--- src/mem_soc_cfg.svh ---
`ifndef MEM_SOC_CFG_SVH
`define MEM_SOC_CFG_SVH

// Address map with exclusive top bounds.
`define CLINT_BASE 32'h0200_0000
`define CLINT_TOP 32'h0200_C000
`define PRINT_BASE 32'h1000_0000
`define PRINT_TOP 32'h1000_1000
`define BRAM_BASE 32'h8000_0000
`define BRAM_TOP 32'h8000_1000

// RAM size in 32-bit words.
`define BRAM_WORDS 1024

// CLINT register offsets.
`define CLINT_MSIP_OFS 32'h0000_0000
`define CLINT_CMP_OFS 32'h0000_4000   // High word at +4.
`define CLINT_TIME_OFS 32'h0000_BFF8  // High word at +4.

`endif

--- src/mem_soc_pkg.sv ---
package mem_soc_pkg;

  // Bus vector types.
  typedef logic [31:0] addr_t;  // Byte address.
  typedef logic [31:0] data_t;  // Bus data word.
  typedef logic [3:0] strb_t;   // Byte write strobes, zero for a read.

  // CLINT time base.
  typedef logic [63:0] tick_t;

  // Address decode result.
  typedef enum logic [1:0] {
    SEL_NONE,
    SEL_BRAM,
    SEL_PRINT,
    SEL_CLINT
  } slave_sel_t;

endpackage

--- src/mem_bus_if.sv ---
`timescale 1ns/10ps

interface mem_bus_if import mem_soc_pkg::*; ();

  logic valid;  // One-cycle request strobe.
  logic instr;  // Request is an instruction fetch.
  addr_t addr;
  data_t wdata;
  strb_t wstrb;
  data_t rdata;
  logic ready;  // One-cycle response strobe.

  modport master (
    output valid, instr, addr, wdata, wstrb,
    input rdata, ready
  );

  modport slave (
    input valid, instr, addr, wdata, wstrb,
    output rdata, ready
  );

endinterface

--- src/print_port.sv ---
`timescale 1ns/10ps

module print_port (
  input logic clk,
  input logic rst,
  mem_bus_if.slave bus,
  output logic [7:0] char_o,
  output logic strobe_o
);

  logic wr_en;
  logic ready_q;

  assign wr_en = bus.valid && bus.wstrb[0];

  always_ff @(posedge clk) begin
    if (wr_en) begin
      char_o <= bus.wdata[7:0];
    end
  end

  always_ff @(posedge clk) begin
    if (!rst) begin
      strobe_o <= 1'b0;
      ready_q <= 1'b0;
    end else begin
      strobe_o <= wr_en;      // One pulse per character.
      ready_q <= bus.valid;
    end
  end

  // Write-only device.
  assign bus.rdata = '0;
  assign bus.ready = ready_q;

endmodule

--- src/flat_wrapper.sv ---
// flat-port wrapper written by rule: the top's interface ports become plain ports
module print_port_flat 
  (clk, rst, char_o, strobe_o, bus_valid, bus_instr, bus_addr, bus_wdata, bus_wstrb, bus_rdata, bus_ready);
  mem_bus_if bus_i ();
  input logic clk;
  input logic rst;
  output logic [7:0] char_o;
  output logic strobe_o;
  input wire logic [$bits(bus_i.valid)-1:0] bus_valid;
  input wire logic [$bits(bus_i.instr)-1:0] bus_instr;
  input wire logic [$bits(bus_i.addr)-1:0] bus_addr;
  input wire logic [$bits(bus_i.wdata)-1:0] bus_wdata;
  input wire logic [$bits(bus_i.wstrb)-1:0] bus_wstrb;
  output wire logic [$bits(bus_i.rdata)-1:0] bus_rdata;
  output wire logic [$bits(bus_i.ready)-1:0] bus_ready;
  assign bus_i.valid = bus_valid;
  assign bus_i.instr = bus_instr;
  assign bus_i.addr = bus_addr;
  assign bus_i.wdata = bus_wdata;
  assign bus_i.wstrb = bus_wstrb;
  assign bus_rdata = bus_i.rdata;
  assign bus_ready = bus_i.ready;
  print_port u_core (.clk(clk), .rst(rst), .bus(bus_i), .char_o(char_o), .strobe_o(strobe_o));
endmodule
--- config.mk ---
export PLATFORM = sky130hd
export DESIGN_NAME = print_port_flat
export DESIGN_NICKNAME = d
export VERILOG_FILES = /design/src/mem_soc_cfg.svh /design/src/mem_soc_pkg.sv /design/src/mem_bus_if.sv /design/src/print_port.sv /design/src/flat_wrapper.sv
export SDC_FILE = /design/constraint.sdc
export NUM_CORES = 1
export LEC_CHECK = 0
export BUFFER_PORTS_ARGS = -buffer_cell sky130_fd_sc_hd__buf_2
export CORE_MARGIN = 10
export CORE_UTILIZATION = 26
export CTS_BUF_LIST = sky130_fd_sc_hd__clkbuf_2
export DETAILED_ROUTE_END_ITERATION = 10
export GPL_TIMING_DRIVEN = 0
export PLACE_DENSITY = 0.86
export SYNTH_ARGS = -nofsm -noshare
export SYNTH_HDL_FRONTEND = slang
export SYNTH_SLANG_ARGS = --single-unit
--- constraint.sdc ---
create_clock -name clk -period 1.3 [get_ports clk]
set_input_delay 0.065 -clock clk [delete_from_list [all_inputs] [get_ports clk]]
set_output_delay 0.065 -clock clk [all_outputs]
set_load 0.02 [all_outputs]
# ---- Word level (Yosys, flattened, before mapping)
# Cells that the tools add are included.
dict set report classes {
  n_reduce_logical 1
}
# cell count
set ops {}
lappend ops {{$logic_and 1x1->1} 1}
dict set report totals {
  in_bits 72
  regBits 10
}

# ---- Logic depth before layout (Yosys ltp)
# Gate-level depths: netlist (run 1).
dict set report logic_depth {
  ltp_word 1
  ltp_mapped 1
  mapped_depth_nobuf 1
}

# ---- Worst setup path after synthesis (run 1)
# No wires, ideal clock.
dict set report synth_path {
  path_kind {input -> register}
  from {input bus_wstrb[0]}
  to {register u_core.char_o[0] (enable)}
  t_arrival_ns 0.328
  cell_stages 1
  setup_slack_ns 0.640
  setup_time_ns 0.332
  required_time_ns 0.968
  cell_sequence {and2_1}
}
dict set report synth_between {
  elab_chain_cells 1
}
# element line_no
set synth_lines {}
lappend synth_lines {{from (decl)} flat_wrapper.sv:13} ;# input wire logic [$bits(bus_i.wstrb)-1:0] bus_wstrb;
lappend synth_lines {{$logic_and 1x1->1} print_port.sv:14} ;# assign wr_en = bus.valid && bus.wstrb[0];
lappend synth_lines {{to (signal assigned)} print_port.sv:18} ;# char_o <= bus.wdata[7:0];
lappend synth_lines {{to (decl)} print_port.sv:7} ;# output logic [7:0] char_o,
# Every way passes these cells.
# A chain may end at the register's enable or synchronous reset.

# ---- Final worst setup path (run 1)
dict set report layout_path {
  from {register u_core.char_o[6]}
  to {output char_o[6]}
}
# element line_no
set layout_rtl {}
lappend layout_rtl {{to (decl)} flat_wrapper.sv:7} ;# output logic [7:0] char_o;
# No word-level cell between the ends.

==> flow_metrics.py, run 1 <==
metrics = {
    "clock_tree": {
        "postCtsSetupBuffers": 0,
        "cts.sinks": 10,
        "cts.htree.levels": 1,
        "clockBufferDepth": 2,
        "cts_tree": "done",
        "cts_made_buffers": 3,
        "clockRootBuffer": "clkbuf_2",
        "path_clk_slew_ns": 0.09,
    },
    "grt": {
        "grt_antenna_before_repair": 0,
        "grt_start_max_net_pins": 9,
        "track_usage": 0.06203,
        "grt_pass1_vias": 392,
        "grt_first_pass_wirelength_um": 1945,
        "overflow": 0,
    },
    "power": {
        "power.density_nw_per_um2": 871.9,
        "switchingPower_w": 0.0002425,
        "p_comb_frac": 0.320,
        "peakVddDrop_mv": 0.4026,
        "p_int_w": 0.0005396,
        "sequentialPowerShare": 0.474,
        "swShare": 0.3101,
        "leakage_nw": 0.5131,
        "p_clk_frac": 0.207,
    },
    "sta": {
        "min_period_ns": 0.8522,
        "report.final.slew_viol_count": 0,
        "max_freq_mhz": 1173,
        "rsz0062_at_grt": "no",
        "period_share": 0.6555,
        "setup_violations": 0,
        "finalHoldViolCount": 0,
        "finalSetupTns_ns": 0,
    },
    "cells_and_area": {
        "area_growth_pct": 65.21,
        "fin_area_um2": 897.1,
        "drive_above_1_share": 0.5091,
        "diodes": 0,
        "nNetsFinal": 183,
        "nFillCells": 196,
    },
    "critical_path": {
        "cp.required_ns": 1.24,
        "slowest_stage": "edfxtp_1",
        "cp_max_fo": 1,
        "path_buf_inv": 1,
        "max_stage_delay_ns": 0.37,
        "path_delay_family": "flip-flops",
        "cp.depth": 1,
        "crit_type": "reg -> out",
        "crit_chain": "buf_2",
        "crit_end": "char_o[6]",
        "startpoint": "u_core.char_o[6]",
        "crit_arrival_ns": 0.79,
        "start_kind": "flop",
        "end_kind": "output pin",
    },
    "worst_hold_path": {
        "hp-class": "in -> reg",
    },
    "synthesis": {
        "synth_top_cell_area_share": 0.4424,
        "netlist_area_um2": 543.0,
        "synthFlopType": "edfxtp_1",
        "synthCells": 46,
        "postSynth.asyncResetShare": 0,
        "synth_commonest_cells": "buf_4 (32), edfxtp_1 (8), and2_1 (2), dfxtp_1 (2)",
        "yosysSeqAreaShare": 0.5161,
        "ys_types": 6,
        "synthTopCellsByArea": "buf_4 (44%), edfxtp_1 (44%), dfxtp_1 (7.4%), and2_1 (2.3%), and3_1 (1.2%)",
        "yosys.area.top_type": "buf_4",
        "syn_area_per_cell_um2": 11.80,
        "yosysWarnings": 0,
        "synth-edff-count": 8,
        "ys_ff_latch": 10,
        "synth.most_common_cell": "buf_4",
    },
    "outcome": {
        "status": "complete, no violations",
    },
    "floorplan": {
        "dieArea_um2": 4316,
        "die_h_um": 65.70,
        "initial_core_util": 0.2740,
        "core_um2": 1982,
        "io-pin-count": 114,
        "rows": 16,
        "die-width_um": 65.70,
    },
    "route": {
        "drc": 0,
        "final_antenna_net_count": 0,
        "finalWirelength_um": 1346,
        "num_vias": 397,
        "viasPerCell": 2.898,
        "drtIter0Drc": 9,
        "dr.pass1.iters": 2,
        "routedWlPerCell_um": 9.825,
    },
    "placed_design": {
        "gp_congestion": 0.6950,
        "place_area_um2": 798.3,
        "io_buffers": 21,
    },
    "run": {
        "maxCapViolations": 0,
    },
}
==> cells in the final DEF (no fill, tap or decap) <==
master / count
and2_1: 2
and3_1: 1
buf_2: 21
buf_4: 32
clkbuf_2: 3
clkinv_1: 1
conb_1: 32
dfxtp_1: 2
dlygate4sd3_1: 8
edfxtp_1: 8
==> how the worst min path moves through the flow <==
stage | from | endpoint | depth (start not counted)
after global routing | rst | u_core.bus.ready | 2
after detailed placement | bus_wdata[4] | u_core.char_o[4] | 1
after global placement | bus_wdata[5] | u_core.char_o[5] | 1
final | rst | u_core.bus.ready | 2
after floorplan | bus_wdata[0] | u_core.char_o[0] | 0
after CTS | rst | u_core.bus.ready | 2
==> registers in the layout, indices dropped and copies added, names as in the netlist <==
| register | cells |
|---|---|
| u_core.char_o | 8 |
| u_core.bus.ready | 1 |
| u_core.strobe_o | 1 |
==> power groups by stage <==
stage	combinational (W)	sequential, W	clock (W)
floorplan	0.000160	0.000405	0
global placement	0.000221	0.000378	0
detailed placement	0.000223	0.000378	0
CTS	0.000242	0.000371	0.000166
global route	0.000269	0.000372	0.000197
finish	0.000250	0.000370	0.000162
==> logic make-up after synthesis <==
family / Yosys count / share of synthesized area
other: 1 / 0.006906
DFF: 10 / 0.5161
buffers and inverters: 32 / 0.4424
and+or+nand+nor: 3 / 0.03457
==> layout make-up <==
| type | count | area, µm² | area share |
|---|---|---|---|
| Sequential cell | 10 | 280.3 | 0.3124 |
| Buffer | 32 | 240.2 | 0.2678 |
| Timing Repair Buffer | 29 | 185.2 | 0.2064 |
| Multi-Input combinational cell | 35 | 138.9 | 0.1548 |
| Tap cell | 27 | 33.78 | 0.03766 |
| Clock buffer | 3 | 15.01 | 0.01674 |
| Clock inverter | 1 | 3.754 | 0.004184 |
==> repair_timing <==
item	CTS	global route
hold buffers	8	0
endpoints found under the hold margin	8	0
gates resized for setup	0	0
==> metrics by stage <==
| step | setup slack, ns | power, W | hold slack (ns) | instances | util |
|---|---|---|---|---|---|
| global route | 0.3814 | 0.0008386 | 0.01524 | 137 | 0.4527 |
| finish | 0.4478 | 0.0007822 | 0.03565 | 137 | 0.4527 |
| detailed placement | 0.4846 | 0.0006005 | 0.2433 | 125 | 0.4028 |
| floorplan | 0.6401 | 0.0005653 | 0.1639 | 77 | - |
| global placement | 0.5148 | 0.0005989 | 0.2426 | 125 | 0.4028 |
| CTS | 0.4382 | 0.0007788 | 0.02912 | 137 | 0.4527 |
==> metal layers <==
metal / up-vias / share of wire / track usage
met2: 33 / 0.52 / 0.09903
met5: - / 0 / 0
met4: 0 / 0.028 / 0.07219
li1: 211 / - / -
met3: 4 / 0.17 / 0.04237
met1: 149 / 0.28 / 0.04466
Note: power is estimated with default switching activity, not from simulation.
==> inputs of run 2 (changes only) <==
--- a/config.mk
+++ b/config.mk
@@ -7,11 +7,11 @@
 export LEC_CHECK = 0
 export BUFFER_PORTS_ARGS = -buffer_cell sky130_fd_sc_hd__buf_2
 export CORE_MARGIN = 10
-export CORE_UTILIZATION = 26
+export CORE_UTILIZATION = 24
 export CTS_BUF_LIST = sky130_fd_sc_hd__clkbuf_2
 export DETAILED_ROUTE_END_ITERATION = 10
 export GPL_TIMING_DRIVEN = 0
-export PLACE_DENSITY = 0.86
+export PLACE_DENSITY = 0.8
 export SYNTH_ARGS = -nofsm -noshare
 export SYNTH_HDL_FRONTEND = slang
 export SYNTH_SLANG_ARGS = --single-unit
==> constraint.sdc (replaced) <==
create_clock -name clk -period 0.8 [get_ports clk]
set_input_delay 0.04 -clock clk [delete_from_list [all_inputs] [get_ports clk]]
set_output_delay 0.04 -clock clk [all_outputs]
set_load 0.02 [all_outputs]
==> flow_metrics.py, run 2 (same netlist as run 1, synthesis figures left out) <==
metrics = {
    "cells_and_area": {
        "drive_above_1_share": 0.5000,
        "diodes": 0,
        "multi_input_area_um2": 138.9,
        "nFillCells": 210,
        "nNetsFinal": 185,
        "seqCellArea_um2": 280.3,
        "largest_reg_flops": 8,
        "most-common-layout-cells": "buf_4 (34), conb_1 (32), buf_2 (12)",
        "largest_register": "u_core.char_o",
        "final_common_cell": "buf_4",
        "area_growth_pct": 78.11,
        "utilization": 0.4415,
    },
    "clock_tree": {
        "clockRootBuffer": "clkbuf_2",
        "cts_made_buffers": 3,
        "cts.sinks": 10,
        "cts.htree.levels": 1,
        "postCtsSetupBuffers": 0,
        "cts_tree": "done",
        "path_clk_slew_ns": 0.09,
        "clockBufferDepth": 2,
    },
    "route": {
        "drtIter0Drc": 7,
        "finalWirelength_um": 1466,
        "drc": 0,
        "viasPerCell": 2.886,
        "final_antenna_net_count": 0,
        "routedWlPerCell_um": 10.47,
        "dr.pass1.iters": 2,
        "num_vias": 404,
    },
    "floorplan": {
        "die-width_um": 67.57,
        "initial_core_util": 0.2479,
        "dieArea_um2": 4565,
        "core_um2": 2191,
        "io-pin-count": 114,
        "rows": 17,
        "die_h_um": 67.57,
    },
    "critical_path": {
        "cp.required_ns": 0.76,
        "startpoint": "u_core.char_o[1]",
        "crit_chain": "buf_6",
        "crit_type": "reg -> out",
        "crit_arrival_ns": 0.79,
        "max_stage_delay_ns": 0.40,
        "end_kind": "output pin",
        "cp_max_fo": 1,
        "slowest_stage": "edfxtp_1",
        "path_delay_family": "flip-flops",
        "path_buf_inv": 1,
        "start_kind": "flop",
    },
    "worst_hold_path": {
        "hp-class": "in -> reg",
        "min_path_cells": 2,
        "min_to": "u_core.strobe_o",
        "min_from": "bus_wstrb[0]",
    },
    "outcome": {
        "violations": "negative setup slack",
        "status": "finished, violations left",
    },
    "run": {
        "maxCapViolations": 0,
    },
    "power": {
        "switchingPower_w": 0.0003994,
        "leakage_nw": 0.5367,
        "peakVddDrop_mv": 0.6752,
        "sequentialPowerShare": 0.464,
        "swShare": 0.3042,
        "p_comb_frac": 0.339,
        "p_int_w": 0.0009133,
        "p_clk_frac": 0.196,
        "power.density_nw_per_um2": 1357,
    },
    "grt": {
        "grt_start_max_net_pins": 9,
        "overflow": 0,
        "grt_util_met2": 0.1103,
        "grt_antenna_before_repair": 0,
        "top_usage_layer": "met2",
        "use_met3": 0.04628,
        "grt_first_pass_wirelength_um": 2001,
        "use_met1": 0.04233,
        "track_usage": 0.05871,
        "grt_pass1_vias": 416,
    },
    "sta": {
        "report.final.slew_viol_count": 0,
        "setup_violations": 6,
        "layout_setup_ws_ns": -0.02901,
        "fin_hold_ws_ns": 0.05107,
        "period_share": 1.036,
        "rsz0062_at_grt": "yes",
        "finalHoldViolCount": 0,
        "min_period_ns": 0.8290,
        "max_freq_mhz": 1206,
    },
    "placed_design": {
        "io_buffers": 21,
        "gp_congestion": 0.7202,
        "place_ws_ns": -0.001512,
        "dp_hpwl_um": 1220,
    },
}
run 2: cell count changes in the layout (fill, tap and decap cells not counted), sizes merged:
cell         change
dlygate4sd3      +2
run 2: through the flow:
step / cell area, µm² / cells / setup TNS [ns] / total power (W)
floorplan: 659.4 / 77 / 0 / 0.0009186
global placement: 799.5 / 126 / 0 / 0.0009742
detailed placement: 799.5 / 126 / -0.01073 / 0.0009801
CTS: 923.4 / 138 / -0.1971 / 0.001285
global route: 967.2 / 140 / -0.5555 / 0.001400
finish: 967.2 / 140 / -0.09626 / 0.001313
run 2: layout make-up:
| cell class | instances | area share |
|---|---|---|
| clock buffer | 3 | 0.01552 |
| multi-input combinational | 35 | 0.1436 |
| tap | 28 | 0.03622 |
| buffer | 32 | 0.2484 |
| clock inverter | 1 | 0.003881 |
| timing repair buffer | 31 | 0.2626 |
| sequential | 10 | 0.2898 |
run 2: power by group through the flow:
stage	sequential, W	clock [W]	combinational [W]
after global routing	0.000612	0.000310	0.000478
after floorplan	0.000659	0	0.000260
after CTS	0.000607	0.000268	0.000410
final	0.000609	0.000258	0.000446
after global placement	0.000614	0	0.000360
after detailed placement	0.000616	0	0.000364
run 2: worst max path at each step:
stage,end,slack [ns],depth (start not counted)
after detailed placement,u_core.char_o[4],-0.002,2
after global routing,char_o[1],-0.10,1
final,char_o[1],-0.03,1
after CTS,char_o[1],-0.05,1
after floorplan,u_core.char_o[0],0.17,1
after global placement,u_core.char_o[5],0.04,2
run 2: layer usage:
| metal | share of wire | vias up |
|---|---|---|
| li1 | - | 214 |
| met1 | 0.23 | 157 |
| met2 | 0.56 | 31 |
| met3 | 0.20 | 2 |
| met4 | 0.011 | 0 |
| met5 | 0 | - |
run 2: repair_timing:
| action | in CTS | in global routing |
|---|---|---|
| hold buffers | 8 | 2 |
| resized for setup | 8 | 8 |
| hold endpoints to repair | 8 | 1 |
| endpoints found under the setup margin | 8 | 10 |
==> inputs of run 3 (changes only) <==
--- a/config.mk
+++ b/config.mk
@@ -9,9 +9,11 @@
 export CORE_MARGIN = 10
 export CORE_UTILIZATION = 24
 export CTS_BUF_LIST = sky130_fd_sc_hd__clkbuf_2
+export CTS_CLUSTER_SIZE = 25
 export DETAILED_ROUTE_END_ITERATION = 10
 export GPL_TIMING_DRIVEN = 0
 export PLACE_DENSITY = 0.8
+export SETUP_SLACK_MARGIN = 0.1
 export SYNTH_ARGS = -nofsm -noshare
 export SYNTH_HDL_FRONTEND = slang
 export SYNTH_SLANG_ARGS = --single-unit
==> flow_metrics.py, run 3 (same netlist as run 1, synthesis figures left out) <==
metrics = {
    "placed_design": {
        "dp_hpwl_um": 1220,
        "dp.cells": 126,
        "place_area_um2": 799.5,
        "place_ws_ns": -0.001512,
        "gp_congestion": 0.7202,
        "io_buffers": 21,
    },
    "sta": {
        "max_freq_mhz": 1171,
        "finalHoldViolCount": 0,
        "fin_hold_ws_ns": 0.04614,
        "setup_violations": 6,
        "min_period_ns": 0.8539,
        "layout_setup_ws_ns": -0.05386,
        "period_share": 1.067,
        "rsz0062_at_grt": "yes",
        "report.final.slew_viol_count": 0,
    },
    "critical_path": {
        "end_kind": "output pin",
        "max_stage_delay_ns": 0.42,
        "start_kind": "flop",
        "crit_chain": "buf_6",
        "crit_arrival_ns": 0.81,
        "crit_type": "reg -> out",
        "cp_max_fo": 1,
        "path_delay_family": "flip-flops",
        "cp.required_ns": 0.76,
        "path_buf_inv": 1,
        "slowest_stage": "edfxtp_1",
    },
    "cells_and_area": {
        "largest_register": "u_core.char_o",
        "drive_above_1_share": 0.5179,
        "area_growth_pct": 79.95,
        "finalNonFillerCells": 140,
        "nNetsFinal": 185,
        "utilization": 0.4460,
        "diodes": 0,
        "largest_reg_flops": 8,
        "fin_area_um2": 977.2,
        "most-common-layout-cells": "buf_4 (32), conb_1 (32), buf_2 (12)",
    },
    "floorplan": {
        "die_h_um": 67.57,
        "dieArea_um2": 4565,
        "die-width_um": 67.57,
        "core_um2": 2191,
        "io-pin-count": 114,
        "initial_core_util": 0.2479,
        "rows": 17,
    },
    "route": {
        "drtIter0Drc": 2,
        "drc": 0,
        "finalWirelength_um": 1499,
        "viasPerCell": 2.921,
        "dr.pass1.iters": 2,
        "num_vias": 409,
        "final_antenna_net_count": 0,
        "routedWlPerCell_um": 10.71,
    },
    "power": {
        "leakage_nw": 0.5392,
        "power.density_nw_per_um2": 1352,
        "peakVddDrop_mv": 0.6878,
    },
    "outcome": {
        "violations": "negative setup slack",
        "status": "finished, violations left",
    },
    "clock_tree": {
        "cts_made_buffers": 3,
        "cts.sinks": 10,
        "clockBufferDepth": 2,
        "path_clk_slew_ns": 0.09,
        "cts.htree.levels": 1,
        "cts_tree": "done",
        "clockRootBuffer": "clkbuf_2",
    },
    "grt": {
        "overflow": 0,
        "grt_pass1_vias": 427,
        "grt_antenna_before_repair": 0,
        "grt_first_pass_wirelength_um": 2132,
        "grt_start_max_net_pins": 9,
        "track_usage": 0.06233,
    },
    "worst_hold_path": {
        "hp-class": "in -> reg",
    },
    "run": {
        "maxCapViolations": 0,
    },
}
-- run 3: cell counts in the layout (fill, tap and decap cells not counted) --
Identical to the previous run, type by type.
-- run 3: layout make-up --
class,instances,area [µm²]
Buffer,32,240.2
Sequential cell,10,282.8
Tap cell,28,35.03
Clock buffer,3,15.01
Timing Repair Buffer,31,261.5
Fill cell,205,1214
Clock inverter,1,3.754
Multi-Input combinational cell,35,138.9
-- run 3: repair_timing --
item / in CTS / in global routing
hold buffers: 8 / 2
resized for setup: 14 / 6
cloned: 0 / 0
buffers inserted: 0 / 0
endpoints found under the setup margin: 10 / 10
endpoints found under the hold margin: 8 / 1
-- run 3: metrics by stage --
| step | total power (W) | setup TNS [ns] |
|---|---|---|
| 2_1_floorplan | 0.0009186 | 0 |
| 3_3_place_gp | 0.0009742 | 0 |
| 3_5_place_dp | 0.0009801 | -0.01073 |
| 4_1_cts | 0.001293 | -0.1971 |
| 5_1_grt | 0.001409 | -0.6040 |
| 6_report | 0.001321 | -0.1363 |
-- run 3: path summary, 6_finish.rpt --
| kind | slack, ns | depth (start not counted) | end | start |
|---|---|---|---|---|
| hold / removal | 0.05 | 2 | u_core.strobe_o | bus_wstrb[0] |
| setup / recovery | -0.05 | 1 | char_o[1] | u_core.char_o[1] |
-- run 3: where the power goes --
part	switching, W	leakage (nW)	internal [W]	total [W]
clock network	0.000152	0.0140	0.000109	0.000261
logic	0.000238	0.433	0.000211	0.000449
registers	0.0000139	0.0923	0.000598	0.000612
-- run 3: metal layers --
layer,global-route usage,wire length (µm),vias up
li1,-,-,214
met1,0.05070,397,162
met2,0.1150,815,31
met3,0.04298,268,2
met4,0.02308,17,0
met5,0,0,-
