## config.mk

```make
export PLATFORM = sky130hd
export DESIGN_NAME = bus_crossbar_flat
export DESIGN_NICKNAME = d
export VERILOG_FILES = /design/src/mem_soc_pkg.sv /design/src/mem_bus_if.sv /design/src/bus_crossbar.sv /design/src/flat_wrapper.sv
export VERILOG_INCLUDE_DIRS = /design/src
export SDC_FILE = /design/constraint.sdc
export NUM_CORES = 1
export LEC_CHECK = 0
export BUFFER_PORTS_ARGS = -buffer_cell sky130_fd_sc_hd__buf_2
export CAP_MARGIN = 20
export CORE_AREA = 2 2 203 205
export DETAILED_ROUTE_END_ITERATION = 8
export DIE_AREA = 0 0 205 207
export PLACE_DENSITY = 0.42
export RECOVER_POWER = 25
export SLEW_MARGIN = 20
export SYNTH_ARGS = -nofsm -noshare
export SYNTH_HDL_FRONTEND = slang
export SYNTH_SLANG_ARGS = --single-unit
```

## constraint.sdc

```tcl
create_clock -name clk -period 2.3 [get_ports clk]
set_input_delay 0.115 -clock clk [delete_from_list [all_inputs] [get_ports clk]]
set_output_delay 0.115 -clock clk [all_outputs]
set_load 0.05 [all_outputs]
```

## src/mem_soc_cfg.svh

```systemverilog
`ifndef MEM_SOC_CFG_SVH
`define MEM_SOC_CFG_SVH

// Address map with exclusive top bounds.
`define CLINT_BASE 32'h0200_0000
`define CLINT_TOP 32'h0200_C000
`define PRINT_BASE 32'h1000_0000
`define PRINT_TOP 32'h1000_1000
`define BRAM_BASE 32'h8000_0000
`define BRAM_TOP 32'h8000_1000

// RAM size in 32-bit words.
`define BRAM_WORDS 1024

// CLINT register offsets.
`define CLINT_MSIP_OFS 32'h0000_0000
`define CLINT_CMP_OFS 32'h0000_4000   // High word at +4.
`define CLINT_TIME_OFS 32'h0000_BFF8  // High word at +4.

`endif

```

## src/mem_soc_pkg.sv

```systemverilog
package mem_soc_pkg;

  // Bus vector types.
  typedef logic [31:0] addr_t;  // Byte address.
  typedef logic [31:0] data_t;  // Bus data word.
  typedef logic [3:0] strb_t;   // Byte write strobes, zero for a read.

  // CLINT time base.
  typedef logic [63:0] tick_t;

  // Address decode result.
  typedef enum logic [1:0] {
    SEL_NONE,
    SEL_BRAM,
    SEL_PRINT,
    SEL_CLINT
  } slave_sel_t;

endpackage

```

## src/mem_bus_if.sv

```systemverilog
`timescale 1ns/10ps

interface mem_bus_if import mem_soc_pkg::*; ();

  logic valid;  // One-cycle request strobe.
  logic instr;  // Request is an instruction fetch.
  addr_t addr;
  data_t wdata;
  strb_t wstrb;
  data_t rdata;
  logic ready;  // One-cycle response strobe.

  modport master (
    output valid, instr, addr, wdata, wstrb,
    input rdata, ready
  );

  modport slave (
    input valid, instr, addr, wdata, wstrb,
    output rdata, ready
  );

endinterface

```

## src/bus_crossbar.sv

```systemverilog
`timescale 1ns/10ps

`include "mem_soc_cfg.svh"

module bus_crossbar import mem_soc_pkg::*; (
  input logic clk,
  input logic rst,
  mem_bus_if.slave ibus,
  mem_bus_if.slave dbus,
  mem_bus_if.master bram_bus,
  mem_bus_if.master print_bus,
  mem_bus_if.master clint_bus
);

  // Bit positions in the per-slave flag vectors.
  localparam int OWN_BRAM = 0;
  localparam int OWN_PRINT = 1;
  localparam int OWN_CLINT = 2;

  slave_sel_t isel;
  slave_sel_t dsel;
  addr_t iaddr;
  addr_t daddr;
  logic [2:0] ireq;       // Requests forwarded this cycle.
  logic [2:0] dreq;
  logic [2:0] own_i_q;    // Slave owes the instruction side a ready.
  logic [2:0] own_d_q;
  logic [2:0] slv_ready;

  function automatic slave_sel_t decode(addr_t a);
    decode = (a >= `CLINT_BASE && a < `CLINT_TOP) ? SEL_CLINT :
             (a >= `PRINT_BASE && a < `PRINT_TOP) ? SEL_PRINT :
             (a >= `BRAM_BASE && a < `BRAM_TOP) ? SEL_BRAM : SEL_NONE;
  endfunction

  function automatic addr_t base_of(slave_sel_t s);
    case (s)
      SEL_CLINT: base_of = `CLINT_BASE;
      SEL_PRINT: base_of = `PRINT_BASE;
      SEL_BRAM:  base_of = `BRAM_BASE;
      default:   base_of = '0;
    endcase
  endfunction

  function automatic logic [2:0] onehot(slave_sel_t s, logic v);
    onehot = '0;
    case (s)
      SEL_BRAM:  onehot[OWN_BRAM] = v;
      SEL_PRINT: onehot[OWN_PRINT] = v;
      SEL_CLINT: onehot[OWN_CLINT] = v;
      default:   onehot = '0;
    endcase
  endfunction

  function automatic data_t pick(logic [2:0] hit, data_t b, data_t p, data_t c);
    pick = hit[OWN_BRAM] ? b :
           hit[OWN_PRINT] ? p :
           hit[OWN_CLINT] ? c : '0;
  endfunction

  ////////////////////////////////////////
  // Request decode

  assign isel = decode(ibus.addr);
  assign dsel = decode(dbus.addr);
  assign iaddr = ibus.addr - base_of(isel);  // Slave-relative address.
  assign daddr = dbus.addr - base_of(dsel);

  assign dreq = onehot(dsel, dbus.valid);
  assign ireq = onehot(isel, ibus.valid) & ~dreq;  // Data side wins a collision.

  ////////////////////////////////////////
  // Owner flags

  assign slv_ready = {clint_bus.ready, print_bus.ready, bram_bus.ready};

  always_ff @(posedge clk) begin
    if (!rst) begin
      own_i_q <= '0;
      own_d_q <= '0;
    end else begin
      own_i_q <= ibus.valid ? ireq : (own_i_q & ~slv_ready);
      own_d_q <= dbus.valid ? dreq : (own_d_q & ~slv_ready);
    end
  end

  ////////////////////////////////////////
  // Forwarding to the slaves

  always_comb begin
    bram_bus.valid = dreq[OWN_BRAM] | ireq[OWN_BRAM];
    bram_bus.instr = dreq[OWN_BRAM] ? dbus.instr : ibus.instr;
    bram_bus.addr = dreq[OWN_BRAM] ? daddr : iaddr;
    bram_bus.wdata = dreq[OWN_BRAM] ? dbus.wdata : ibus.wdata;
    bram_bus.wstrb = dreq[OWN_BRAM] ? dbus.wstrb : ibus.wstrb;

    print_bus.valid = dreq[OWN_PRINT] | ireq[OWN_PRINT];
    print_bus.instr = dreq[OWN_PRINT] ? dbus.instr : ibus.instr;
    print_bus.addr = dreq[OWN_PRINT] ? daddr : iaddr;
    print_bus.wdata = dreq[OWN_PRINT] ? dbus.wdata : ibus.wdata;
    print_bus.wstrb = dreq[OWN_PRINT] ? dbus.wstrb : ibus.wstrb;

    clint_bus.valid = dreq[OWN_CLINT] | ireq[OWN_CLINT];
    clint_bus.instr = dreq[OWN_CLINT] ? dbus.instr : ibus.instr;
    clint_bus.addr = dreq[OWN_CLINT] ? daddr : iaddr;
    clint_bus.wdata = dreq[OWN_CLINT] ? dbus.wdata : ibus.wdata;
    clint_bus.wstrb = dreq[OWN_CLINT] ? dbus.wstrb : ibus.wstrb;
  end

  ////////////////////////////////////////
  // Responses back to the owners

  always_comb begin
    ibus.ready = |(own_i_q & slv_ready);
    dbus.ready = |(own_d_q & slv_ready);
    ibus.rdata = pick(own_i_q & slv_ready, bram_bus.rdata, print_bus.rdata,
                      clint_bus.rdata);
    dbus.rdata = pick(own_d_q & slv_ready, bram_bus.rdata, print_bus.rdata,
                      clint_bus.rdata);
  end

endmodule

```

## src/flat_wrapper.sv

```systemverilog
// flat-port wrapper written by rule: the top's interface ports become plain ports
module bus_crossbar_flat import mem_soc_pkg::*;
  (clk, rst, ibus_valid, ibus_instr, ibus_addr, ibus_wdata, ibus_wstrb, ibus_rdata, ibus_ready, dbus_valid, dbus_instr, dbus_addr, dbus_wdata, dbus_wstrb, dbus_rdata, dbus_ready, bram_bus_valid, bram_bus_instr, bram_bus_addr, bram_bus_wdata, bram_bus_wstrb, bram_bus_rdata, bram_bus_ready, print_bus_valid, print_bus_instr, print_bus_addr, print_bus_wdata, print_bus_wstrb, print_bus_rdata, print_bus_ready, clint_bus_valid, clint_bus_instr, clint_bus_addr, clint_bus_wdata, clint_bus_wstrb, clint_bus_rdata, clint_bus_ready);
  mem_bus_if ibus_i ();
  mem_bus_if dbus_i ();
  mem_bus_if bram_bus_i ();
  mem_bus_if print_bus_i ();
  mem_bus_if clint_bus_i ();
  input logic clk;
  input logic rst;
  input wire logic [$bits(ibus_i.valid)-1:0] ibus_valid;
  input wire logic [$bits(ibus_i.instr)-1:0] ibus_instr;
  input wire logic [$bits(ibus_i.addr)-1:0] ibus_addr;
  input wire logic [$bits(ibus_i.wdata)-1:0] ibus_wdata;
  input wire logic [$bits(ibus_i.wstrb)-1:0] ibus_wstrb;
  output wire logic [$bits(ibus_i.rdata)-1:0] ibus_rdata;
  output wire logic [$bits(ibus_i.ready)-1:0] ibus_ready;
  input wire logic [$bits(dbus_i.valid)-1:0] dbus_valid;
  input wire logic [$bits(dbus_i.instr)-1:0] dbus_instr;
  input wire logic [$bits(dbus_i.addr)-1:0] dbus_addr;
  input wire logic [$bits(dbus_i.wdata)-1:0] dbus_wdata;
  input wire logic [$bits(dbus_i.wstrb)-1:0] dbus_wstrb;
  output wire logic [$bits(dbus_i.rdata)-1:0] dbus_rdata;
  output wire logic [$bits(dbus_i.ready)-1:0] dbus_ready;
  output wire logic [$bits(bram_bus_i.valid)-1:0] bram_bus_valid;
  output wire logic [$bits(bram_bus_i.instr)-1:0] bram_bus_instr;
  output wire logic [$bits(bram_bus_i.addr)-1:0] bram_bus_addr;
  output wire logic [$bits(bram_bus_i.wdata)-1:0] bram_bus_wdata;
  output wire logic [$bits(bram_bus_i.wstrb)-1:0] bram_bus_wstrb;
  input wire logic [$bits(bram_bus_i.rdata)-1:0] bram_bus_rdata;
  input wire logic [$bits(bram_bus_i.ready)-1:0] bram_bus_ready;
  output wire logic [$bits(print_bus_i.valid)-1:0] print_bus_valid;
  output wire logic [$bits(print_bus_i.instr)-1:0] print_bus_instr;
  output wire logic [$bits(print_bus_i.addr)-1:0] print_bus_addr;
  output wire logic [$bits(print_bus_i.wdata)-1:0] print_bus_wdata;
  output wire logic [$bits(print_bus_i.wstrb)-1:0] print_bus_wstrb;
  input wire logic [$bits(print_bus_i.rdata)-1:0] print_bus_rdata;
  input wire logic [$bits(print_bus_i.ready)-1:0] print_bus_ready;
  output wire logic [$bits(clint_bus_i.valid)-1:0] clint_bus_valid;
  output wire logic [$bits(clint_bus_i.instr)-1:0] clint_bus_instr;
  output wire logic [$bits(clint_bus_i.addr)-1:0] clint_bus_addr;
  output wire logic [$bits(clint_bus_i.wdata)-1:0] clint_bus_wdata;
  output wire logic [$bits(clint_bus_i.wstrb)-1:0] clint_bus_wstrb;
  input wire logic [$bits(clint_bus_i.rdata)-1:0] clint_bus_rdata;
  input wire logic [$bits(clint_bus_i.ready)-1:0] clint_bus_ready;
  assign ibus_i.valid = ibus_valid;
  assign ibus_i.instr = ibus_instr;
  assign ibus_i.addr = ibus_addr;
  assign ibus_i.wdata = ibus_wdata;
  assign ibus_i.wstrb = ibus_wstrb;
  assign ibus_rdata = ibus_i.rdata;
  assign ibus_ready = ibus_i.ready;
  assign dbus_i.valid = dbus_valid;
  assign dbus_i.instr = dbus_instr;
  assign dbus_i.addr = dbus_addr;
  assign dbus_i.wdata = dbus_wdata;
  assign dbus_i.wstrb = dbus_wstrb;
  assign dbus_rdata = dbus_i.rdata;
  assign dbus_ready = dbus_i.ready;
  assign bram_bus_valid = bram_bus_i.valid;
  assign bram_bus_instr = bram_bus_i.instr;
  assign bram_bus_addr = bram_bus_i.addr;
  assign bram_bus_wdata = bram_bus_i.wdata;
  assign bram_bus_wstrb = bram_bus_i.wstrb;
  assign bram_bus_i.rdata = bram_bus_rdata;
  assign bram_bus_i.ready = bram_bus_ready;
  assign print_bus_valid = print_bus_i.valid;
  assign print_bus_instr = print_bus_i.instr;
  assign print_bus_addr = print_bus_i.addr;
  assign print_bus_wdata = print_bus_i.wdata;
  assign print_bus_wstrb = print_bus_i.wstrb;
  assign print_bus_i.rdata = print_bus_rdata;
  assign print_bus_i.ready = print_bus_ready;
  assign clint_bus_valid = clint_bus_i.valid;
  assign clint_bus_instr = clint_bus_i.instr;
  assign clint_bus_addr = clint_bus_i.addr;
  assign clint_bus_wdata = clint_bus_i.wdata;
  assign clint_bus_wstrb = clint_bus_i.wstrb;
  assign clint_bus_i.rdata = clint_bus_rdata;
  assign clint_bus_i.ready = clint_bus_ready;
  bus_crossbar u_core (.clk(clk), .rst(rst), .ibus(ibus_i), .dbus(dbus_i), .bram_bus(bram_bus_i), .print_bus(print_bus_i), .clint_bus(clint_bus_i));
endmodule
```

After elaboration in Yosys (flattened, before gate mapping)
Cells that the tools add are included.
- flip-flop bits (word level): 6
- input port bits: 241
- output and inout bits: 276
- add/subtract/negate cells: 2
- magnitude comparators: 12
- equality and inequality tests: 6
- multiplexer cells: 34
- bitwise gates (word level): 10
- reduce and logical (&&, ||, !) cells: 8
- operator list (kind ; count):
    $mux W32 ; 12
    $pmux W32 S3 ; 2
    $ge A32 B26 Y1 const B ; 2
    $ge A32 B29 Y1 const B ; 2
    $ge A32 B32 Y1 const B ; 2
    $lt A32 B26 Y1 const B ; 2
    $lt A32 B29 Y1 const B ; 2
    $lt A32 B32 Y1 const B ; 2
    $sub A32 B32 Y32 ; 2
    $and A3 B3 Y3 ; 5
    $mux W4 ; 3
    $mux W1 ; 11
    $eq A2 B2 Y1 const B ; 4
    $mux W2 ; 4
    $logic_and A1 B1 Y1 ; 6
    $mux W3 ; 2
    $not A3 Y3 ; 2
    $reduce_or A3 Y1 ; 2
    $eq A2 B1 Y1 const B ; 2
    $or A1 B1 Y1 ; 3

Depth between registers and ports, before layout
- word-level depth: 10
- depth in mapped cells: 10
- depth with buffers taken out: 10

Worst setup path after synthesis
Ideal clock, no wire load.
- path type: input-to-output
- start: input port dbus_addr[29]
- end: output port print_bus_addr[31]
- arrival: 3024 ps
- data required time: 2185 ps
- slack: -839 ps
- cell stages on the path: 10
- cell sequence: or4_1 > nor4_1 > and3_1 > ha_1 > ha_1 > nand2b_1 > a21oi_1 > xor2_1 > nor2_1 > a21oi_1
- longest elaborated chain between the ends: 9
- elaborated cells on any way between the ends: 19
- those cells by class: add/sub: 1; order compare: 6; eq/ne: 3; mux: 6; reduce/logical: 3
- RTL lines (item ; line ; source):
    from (decl) ; flat_wrapper.sv:20 ; input wire logic [$bits(dbus_i.addr)-1:0] dbus_addr;
    $ge A32 B32 Y1 (no line) / $lt A32 B32 Y1 (equally long branches) ; -- ;
    $logic_and A1 B1 Y1 (no line) ; -- ;
    $mux W1 ; bus_crossbar.sv:33 ; (a >= `BRAM_BASE && a < `BRAM_TOP) ? SEL_BRAM : SEL_NONE;
    $mux W2 ; bus_crossbar.sv:32 ; (a >= `PRINT_BASE && a < `PRINT_TOP) ? SEL_PRINT :
    $mux W2 ; bus_crossbar.sv:31 ; decode = (a >= `CLINT_BASE && a < `CLINT_TOP) ? SEL_CLINT :
    $eq A2 B1 Y1 (tied with other cells) ; bus_crossbar.sv:37 ; case (s)
    $pmux W32 S3 ; bus_crossbar.sv:37 ;
    $sub A32 B32 Y32 ; bus_crossbar.sv:67 ; assign daddr = dbus.addr - base_of(dsel);
    $mux W32 (*) ; bus_crossbar.sv:99 ; print_bus.addr = dreq[OWN_PRINT] ? daddr : iaddr;
    to (decl) ; flat_wrapper.sv:34 ; output wire logic [$bits(print_bus_i.addr)-1:0] print_bus_addr;
Every way passes the cells marked *; elsewhere a longest branch is shown, timed or not.

Worst setup path after layout
- start: input port ibus_addr[16]
- end: output port bram_bus_addr[30]
- longest elaborated chain between the ends: 9
- elaborated cells on any way between the ends: 18
- those cells by class: add/sub: 1; order compare: 6; eq/ne: 3; mux: 5; reduce/logical: 3
- RTL lines (item ; line ; source):
    from (decl) ; flat_wrapper.sv:13 ; input wire logic [$bits(ibus_i.addr)-1:0] ibus_addr;
    $ge A32 B32 Y1 (no line) / $lt A32 B32 Y1 (equally long branches) ; -- ;
    $logic_and A1 B1 Y1 (no line) ; -- ;
    $mux W1 ; bus_crossbar.sv:33 ;
    $mux W2 ; bus_crossbar.sv:32 ;
    $mux W2 ; bus_crossbar.sv:31 ;
    $eq A2 B1 Y1 / $eq A2 B2 Y1 (equally long branches) ; bus_crossbar.sv:37 ;
    $pmux W32 S3 ; bus_crossbar.sv:37 ;
    $sub A32 B32 Y32 (*) ; bus_crossbar.sv:66 ; assign iaddr = ibus.addr - base_of(isel);
    $mux W32 (*) ; bus_crossbar.sv:93 ; bram_bus.addr = dreq[OWN_BRAM] ? daddr : iaddr;
    to (decl) ; flat_wrapper.sv:27 ; output wire logic [$bits(bram_bus_i.addr)-1:0] bram_bus_addr;
Marked as above.

==> results_dict.tcl <==
set metrics [dict create \
    ys.warnings.count 0 \
    yosysTopAreaCellShare 0.470 \
    class_of_the_most_critical_setup_path "in2out" \
    setup_viol_count_final 190 \
    synth_seq_area_share 0.0282 \
    final-hold-violation-count 0 \
    hold_depth 4 \
    worstHoldStart "bram_bus_ready" \
    finalWeightedCongestion 0.860 \
    outcome "finished, violations left" \
    clock-skew-final_ns 0 \
    rrSetupSlack_ns 1.54 \
    syn_area_mm2 0.00426 \
    post-route-drc-count 0 \
    placed_cells 1970 \
    cts_max_path_buffers 2 \
    finalMaxSlewViolations 0 \
    area_inside_the_core_boundary_mm2 0.0404 \
    finalWorstPathRequiredPeriod_ns 2.71 \
    rsz0062_at_grt "true" \
    endpoint_kind "output pin" \
    holdWs_ns 0.194 \
    avgViaCountPerCell 4.48 \
    critPathRequiredTime_ns 2.18 \
    synth.ff_latch_count 6 \
    ctsRootBufferMaster "sky130_fd_sc_hd__clkbuf_16" \
    synthCells 898 \
    clk_pin_slew_ns 0.03 \
    worstHoldEndpoint "u_core.own_d_q[0]" \
    critical_path.top_delay_family "simple AND/OR/NAND/NOR gates" \
    vdd_ir_drop_max_v 0.000233 \
    floorplan.initialDensity 0.106 \
    detail_route.wl_per_cell_um 21.1 \
    row_count 74 \
    worst_skew_pair.late_latency_ns 0.23 \
    chipWidth_um 205 \
    post_synth.cell_area_avg_um2 4.74 \
    worst_path_arrival_ns 2.60 \
    gr-usage-all-layers 0.176 \
    dpl.hpwl_um 24600 \
    power.total_w 0.00284 \
    cp_cell_sequence "buf_8, nor4_4, buf_4, nand2_4, nor4b_4, ha_2, or3b_4, a211oi_2, xor2_1, buf_4, nor2_4, a21oi_4, buf_8" \
    nNetsFinal 1777 \
    holdCritPathClass "in2reg" \
    cts_num_sinks 6 \
    failed_checks "setup timing" \
    power.leakage_nw 7.15 \
    max_stage_delay_ns 0.39 \
    gr-total-overflow 0 \
    area_growth_syn_to_layout_pct 254 \
    port-buffer-count 516 \
    routed_wirelength_um 43600 \
    worst-r2r-cell-count 2 \
    largest_driver_fanout_on_the_critical_path 3 \
    power.density_mw_per_mm2 188 \
    setup_slack_ns -0.414 \
    critical_path.startpoint_type "input port" \
    vias 9237 \
    cp_num_buf_inv 4 \
    post_route_cells_drive_above_1_share 0.777 \
    detail_route.first_pass.iterations 6 \
    worstReg2RegStart "u_core.own_i_q[2]" \
    max_h_tree_level 1 \
    tritoncts "built" \
    final_util 0.374 \
    antenna_cells_inserted 0 \
    i_o_pins 517 \
    slew-limit-headroom 0.452 \
    synthesis.nets 1145 \
    drtAntennaViolNets 0 \
    detailedRoute.firstIterationViolations 562 \
    height_of_the_die_um 207 \
    maxCapViolations 0 \
    synth.top_cells.by_area "sky130_fd_sc_hd__nand2_1, sky130_fd_sc_hd__a22oi_1, sky130_fd_sc_hd__o21ai_0" \
    cp_slowest_cell "sky130_fd_sc_hd__or3b_4" \
    final.setup.tns_ns -24.10 \
    final_min_period_over_clock_period 1.18 \
    final-instance-count-excl-fill 2060 \
    tritoncts.num_buffers 3 \
    yosysUniqueCellTypes 34 \
    grt_start_max_net_pins 65 \
    global_route_wire_length_before_repair_um 55800 \
    timing.rr.end "u_core.own_i_q[2]" \
    worst_slew_pin_tran_ns 0.822 \
    number_of_global_route_vias_before_repair 8590 \
    grt_antenna_before_repair 4 \
    design.die.area_mm2 0.0424 \
    timing.fmax_ghz 0.369 \
    synthDominantAreaCellType "sky130_fd_sc_hd__nand2_1" \
]
[worst reg2reg max path, cell delays in order, from the launching register on]
cell and delay, ns:
sky130_fd_sc_hd__dfxtp_1 0.31, sky130_fd_sc_hd__nor4bb_1 0.26, sky130_fd_sc_hd__a41o_1 0.13
[power breakdown]
part	leakage (nW)	switching, W	internal (W)
logic	7.07	0.00143	0.00102
registers	0.0483	0.000000000110	0.000105
clock network	0.0370	0.0000639	0.000224
[cells in the mapped netlist (all sizes together)]
master,instances
nand2,533
o21ai,69
a22oi,64
clkbuf,48
and2,39
nor2,27
buf,22
a21oi,11
nand3,7
nand4,7
dfxtp,6
ha,6
inv,6
mux2i,6
nor4,6
xor2,6
a211oi,4
a21boi,4
nor3,4
and4,3
nor4b,3
or3b,3
or4,3
xnor2,3
nand2b,2
a2111oi,1
a41o,1
and3,1
nor3b,1
nor4bb,1
o31ai,1
[cell usage in the layout, fill, tap and decap left out, types with 4 or more instances in the layout]
cell type                   netlist  final
sky130_fd_sc_hd__a21boi_0         4      4
sky130_fd_sc_hd__a21oi_2          0      5
sky130_fd_sc_hd__a21oi_4          0      6
sky130_fd_sc_hd__a22oi_1         64     64
sky130_fd_sc_hd__and2_4           0     34
sky130_fd_sc_hd__buf_12           0     54
sky130_fd_sc_hd__buf_16           0     24
sky130_fd_sc_hd__buf_2           19    286
sky130_fd_sc_hd__buf_4            2     70
sky130_fd_sc_hd__buf_6            1     52
sky130_fd_sc_hd__buf_8            0    186
sky130_fd_sc_hd__clkbuf_16        0     11
sky130_fd_sc_hd__clkbuf_2         0     16
sky130_fd_sc_hd__dfxtp_1          6      6
sky130_fd_sc_hd__ha_4             0      4
sky130_fd_sc_hd__inv_1            6      6
sky130_fd_sc_hd__mux2i_4          0      4
sky130_fd_sc_hd__nand2_1        533    143
sky130_fd_sc_hd__nand2_2          0    109
sky130_fd_sc_hd__nand2_4          0    278
sky130_fd_sc_hd__nand3_1          7      6
sky130_fd_sc_hd__nand4_1          7      7
sky130_fd_sc_hd__nor2_1          27     14
sky130_fd_sc_hd__nor2_4           0     11
sky130_fd_sc_hd__o21ai_0         69      6
sky130_fd_sc_hd__o21ai_1          0     60
[worst max-delay path by stage]
stage	startpoint	endpoint	slack, ns	cells past startpoint
2_1_floorplan	dbus_addr[29]	clint_bus_addr[27]	-0.25	7
3_3_place_gp	ibus_addr[23]	bram_bus_addr[30]	-0.66	13
3_5_place_dp	ibus_addr[23]	bram_bus_addr[31]	-0.70	13
4_1_cts	ibus_addr[30]	clint_bus_addr[30]	-0.40	12
5_1_grt	ibus_addr[16]	bram_bus_addr[30]	-0.54	13
6_report	ibus_addr[16]	bram_bus_addr[30]	-0.41	13
[registers in the layout (all words and copies together) (netlist names)]
signal / count
u_core.own_i_q: 3
u_core.own_d_q: 3
[routing by layer]
metal  vias to the layer above  part of all wire  track usage
li1                       4223                 -            -
met1                      4491              0.41        0.237
met2                       440              0.49        0.296
met3                        81             0.071       0.0285
met4                         2             0.024       0.0318
met5                         -           0.00016            0
[metrics by stage]
stage          setup slack, ns  cell area (um2)
2_1_floorplan           -0.248             4500
3_3_place_gp            -0.664             8480
3_5_place_dp            -0.695             8480
4_1_cts                 -0.402            13000
5_1_grt                 -0.545            15100
6_report                -0.414            15100
[logic make-up after synthesis]
logic type                 Yosys count  share of synthesized area
xor gates and xnor gates             9                     0.0185
DFF                                  6                     0.0282
adders and majority gates            6                     0.0176
and+or+nand+nor                    640                      0.619
AOI/OAI and AO/OA                  155                      0.227
muxes                                6                     0.0141
buffers and inverters               76                     0.0761
[cell type report]
| type | count | area (um2) |
|---|---|---|
| Fill cell | 3949 | 25300 |
| Timing Repair Buffer | 697 | 7360 |
| Multi-Input combinational cell | 816 | 6850 |
| Tap cell | 532 | 666 |
| Sequential cell | 6 | 120 |
| Clock buffer | 3 | 75.1 |
| Inverter | 6 | 22.5 |
[repair_timing]
item                                    4_1_cts  5_1_grt
pin swaps                                   228      241
buffers inserted                             45       20
hold buffers                                  0        0
gates resized for setup                     936      533
endpoints found under the setup margin      207      207
cloned                                       31        9
Note: power is estimated with default switching activity, not from simulation.
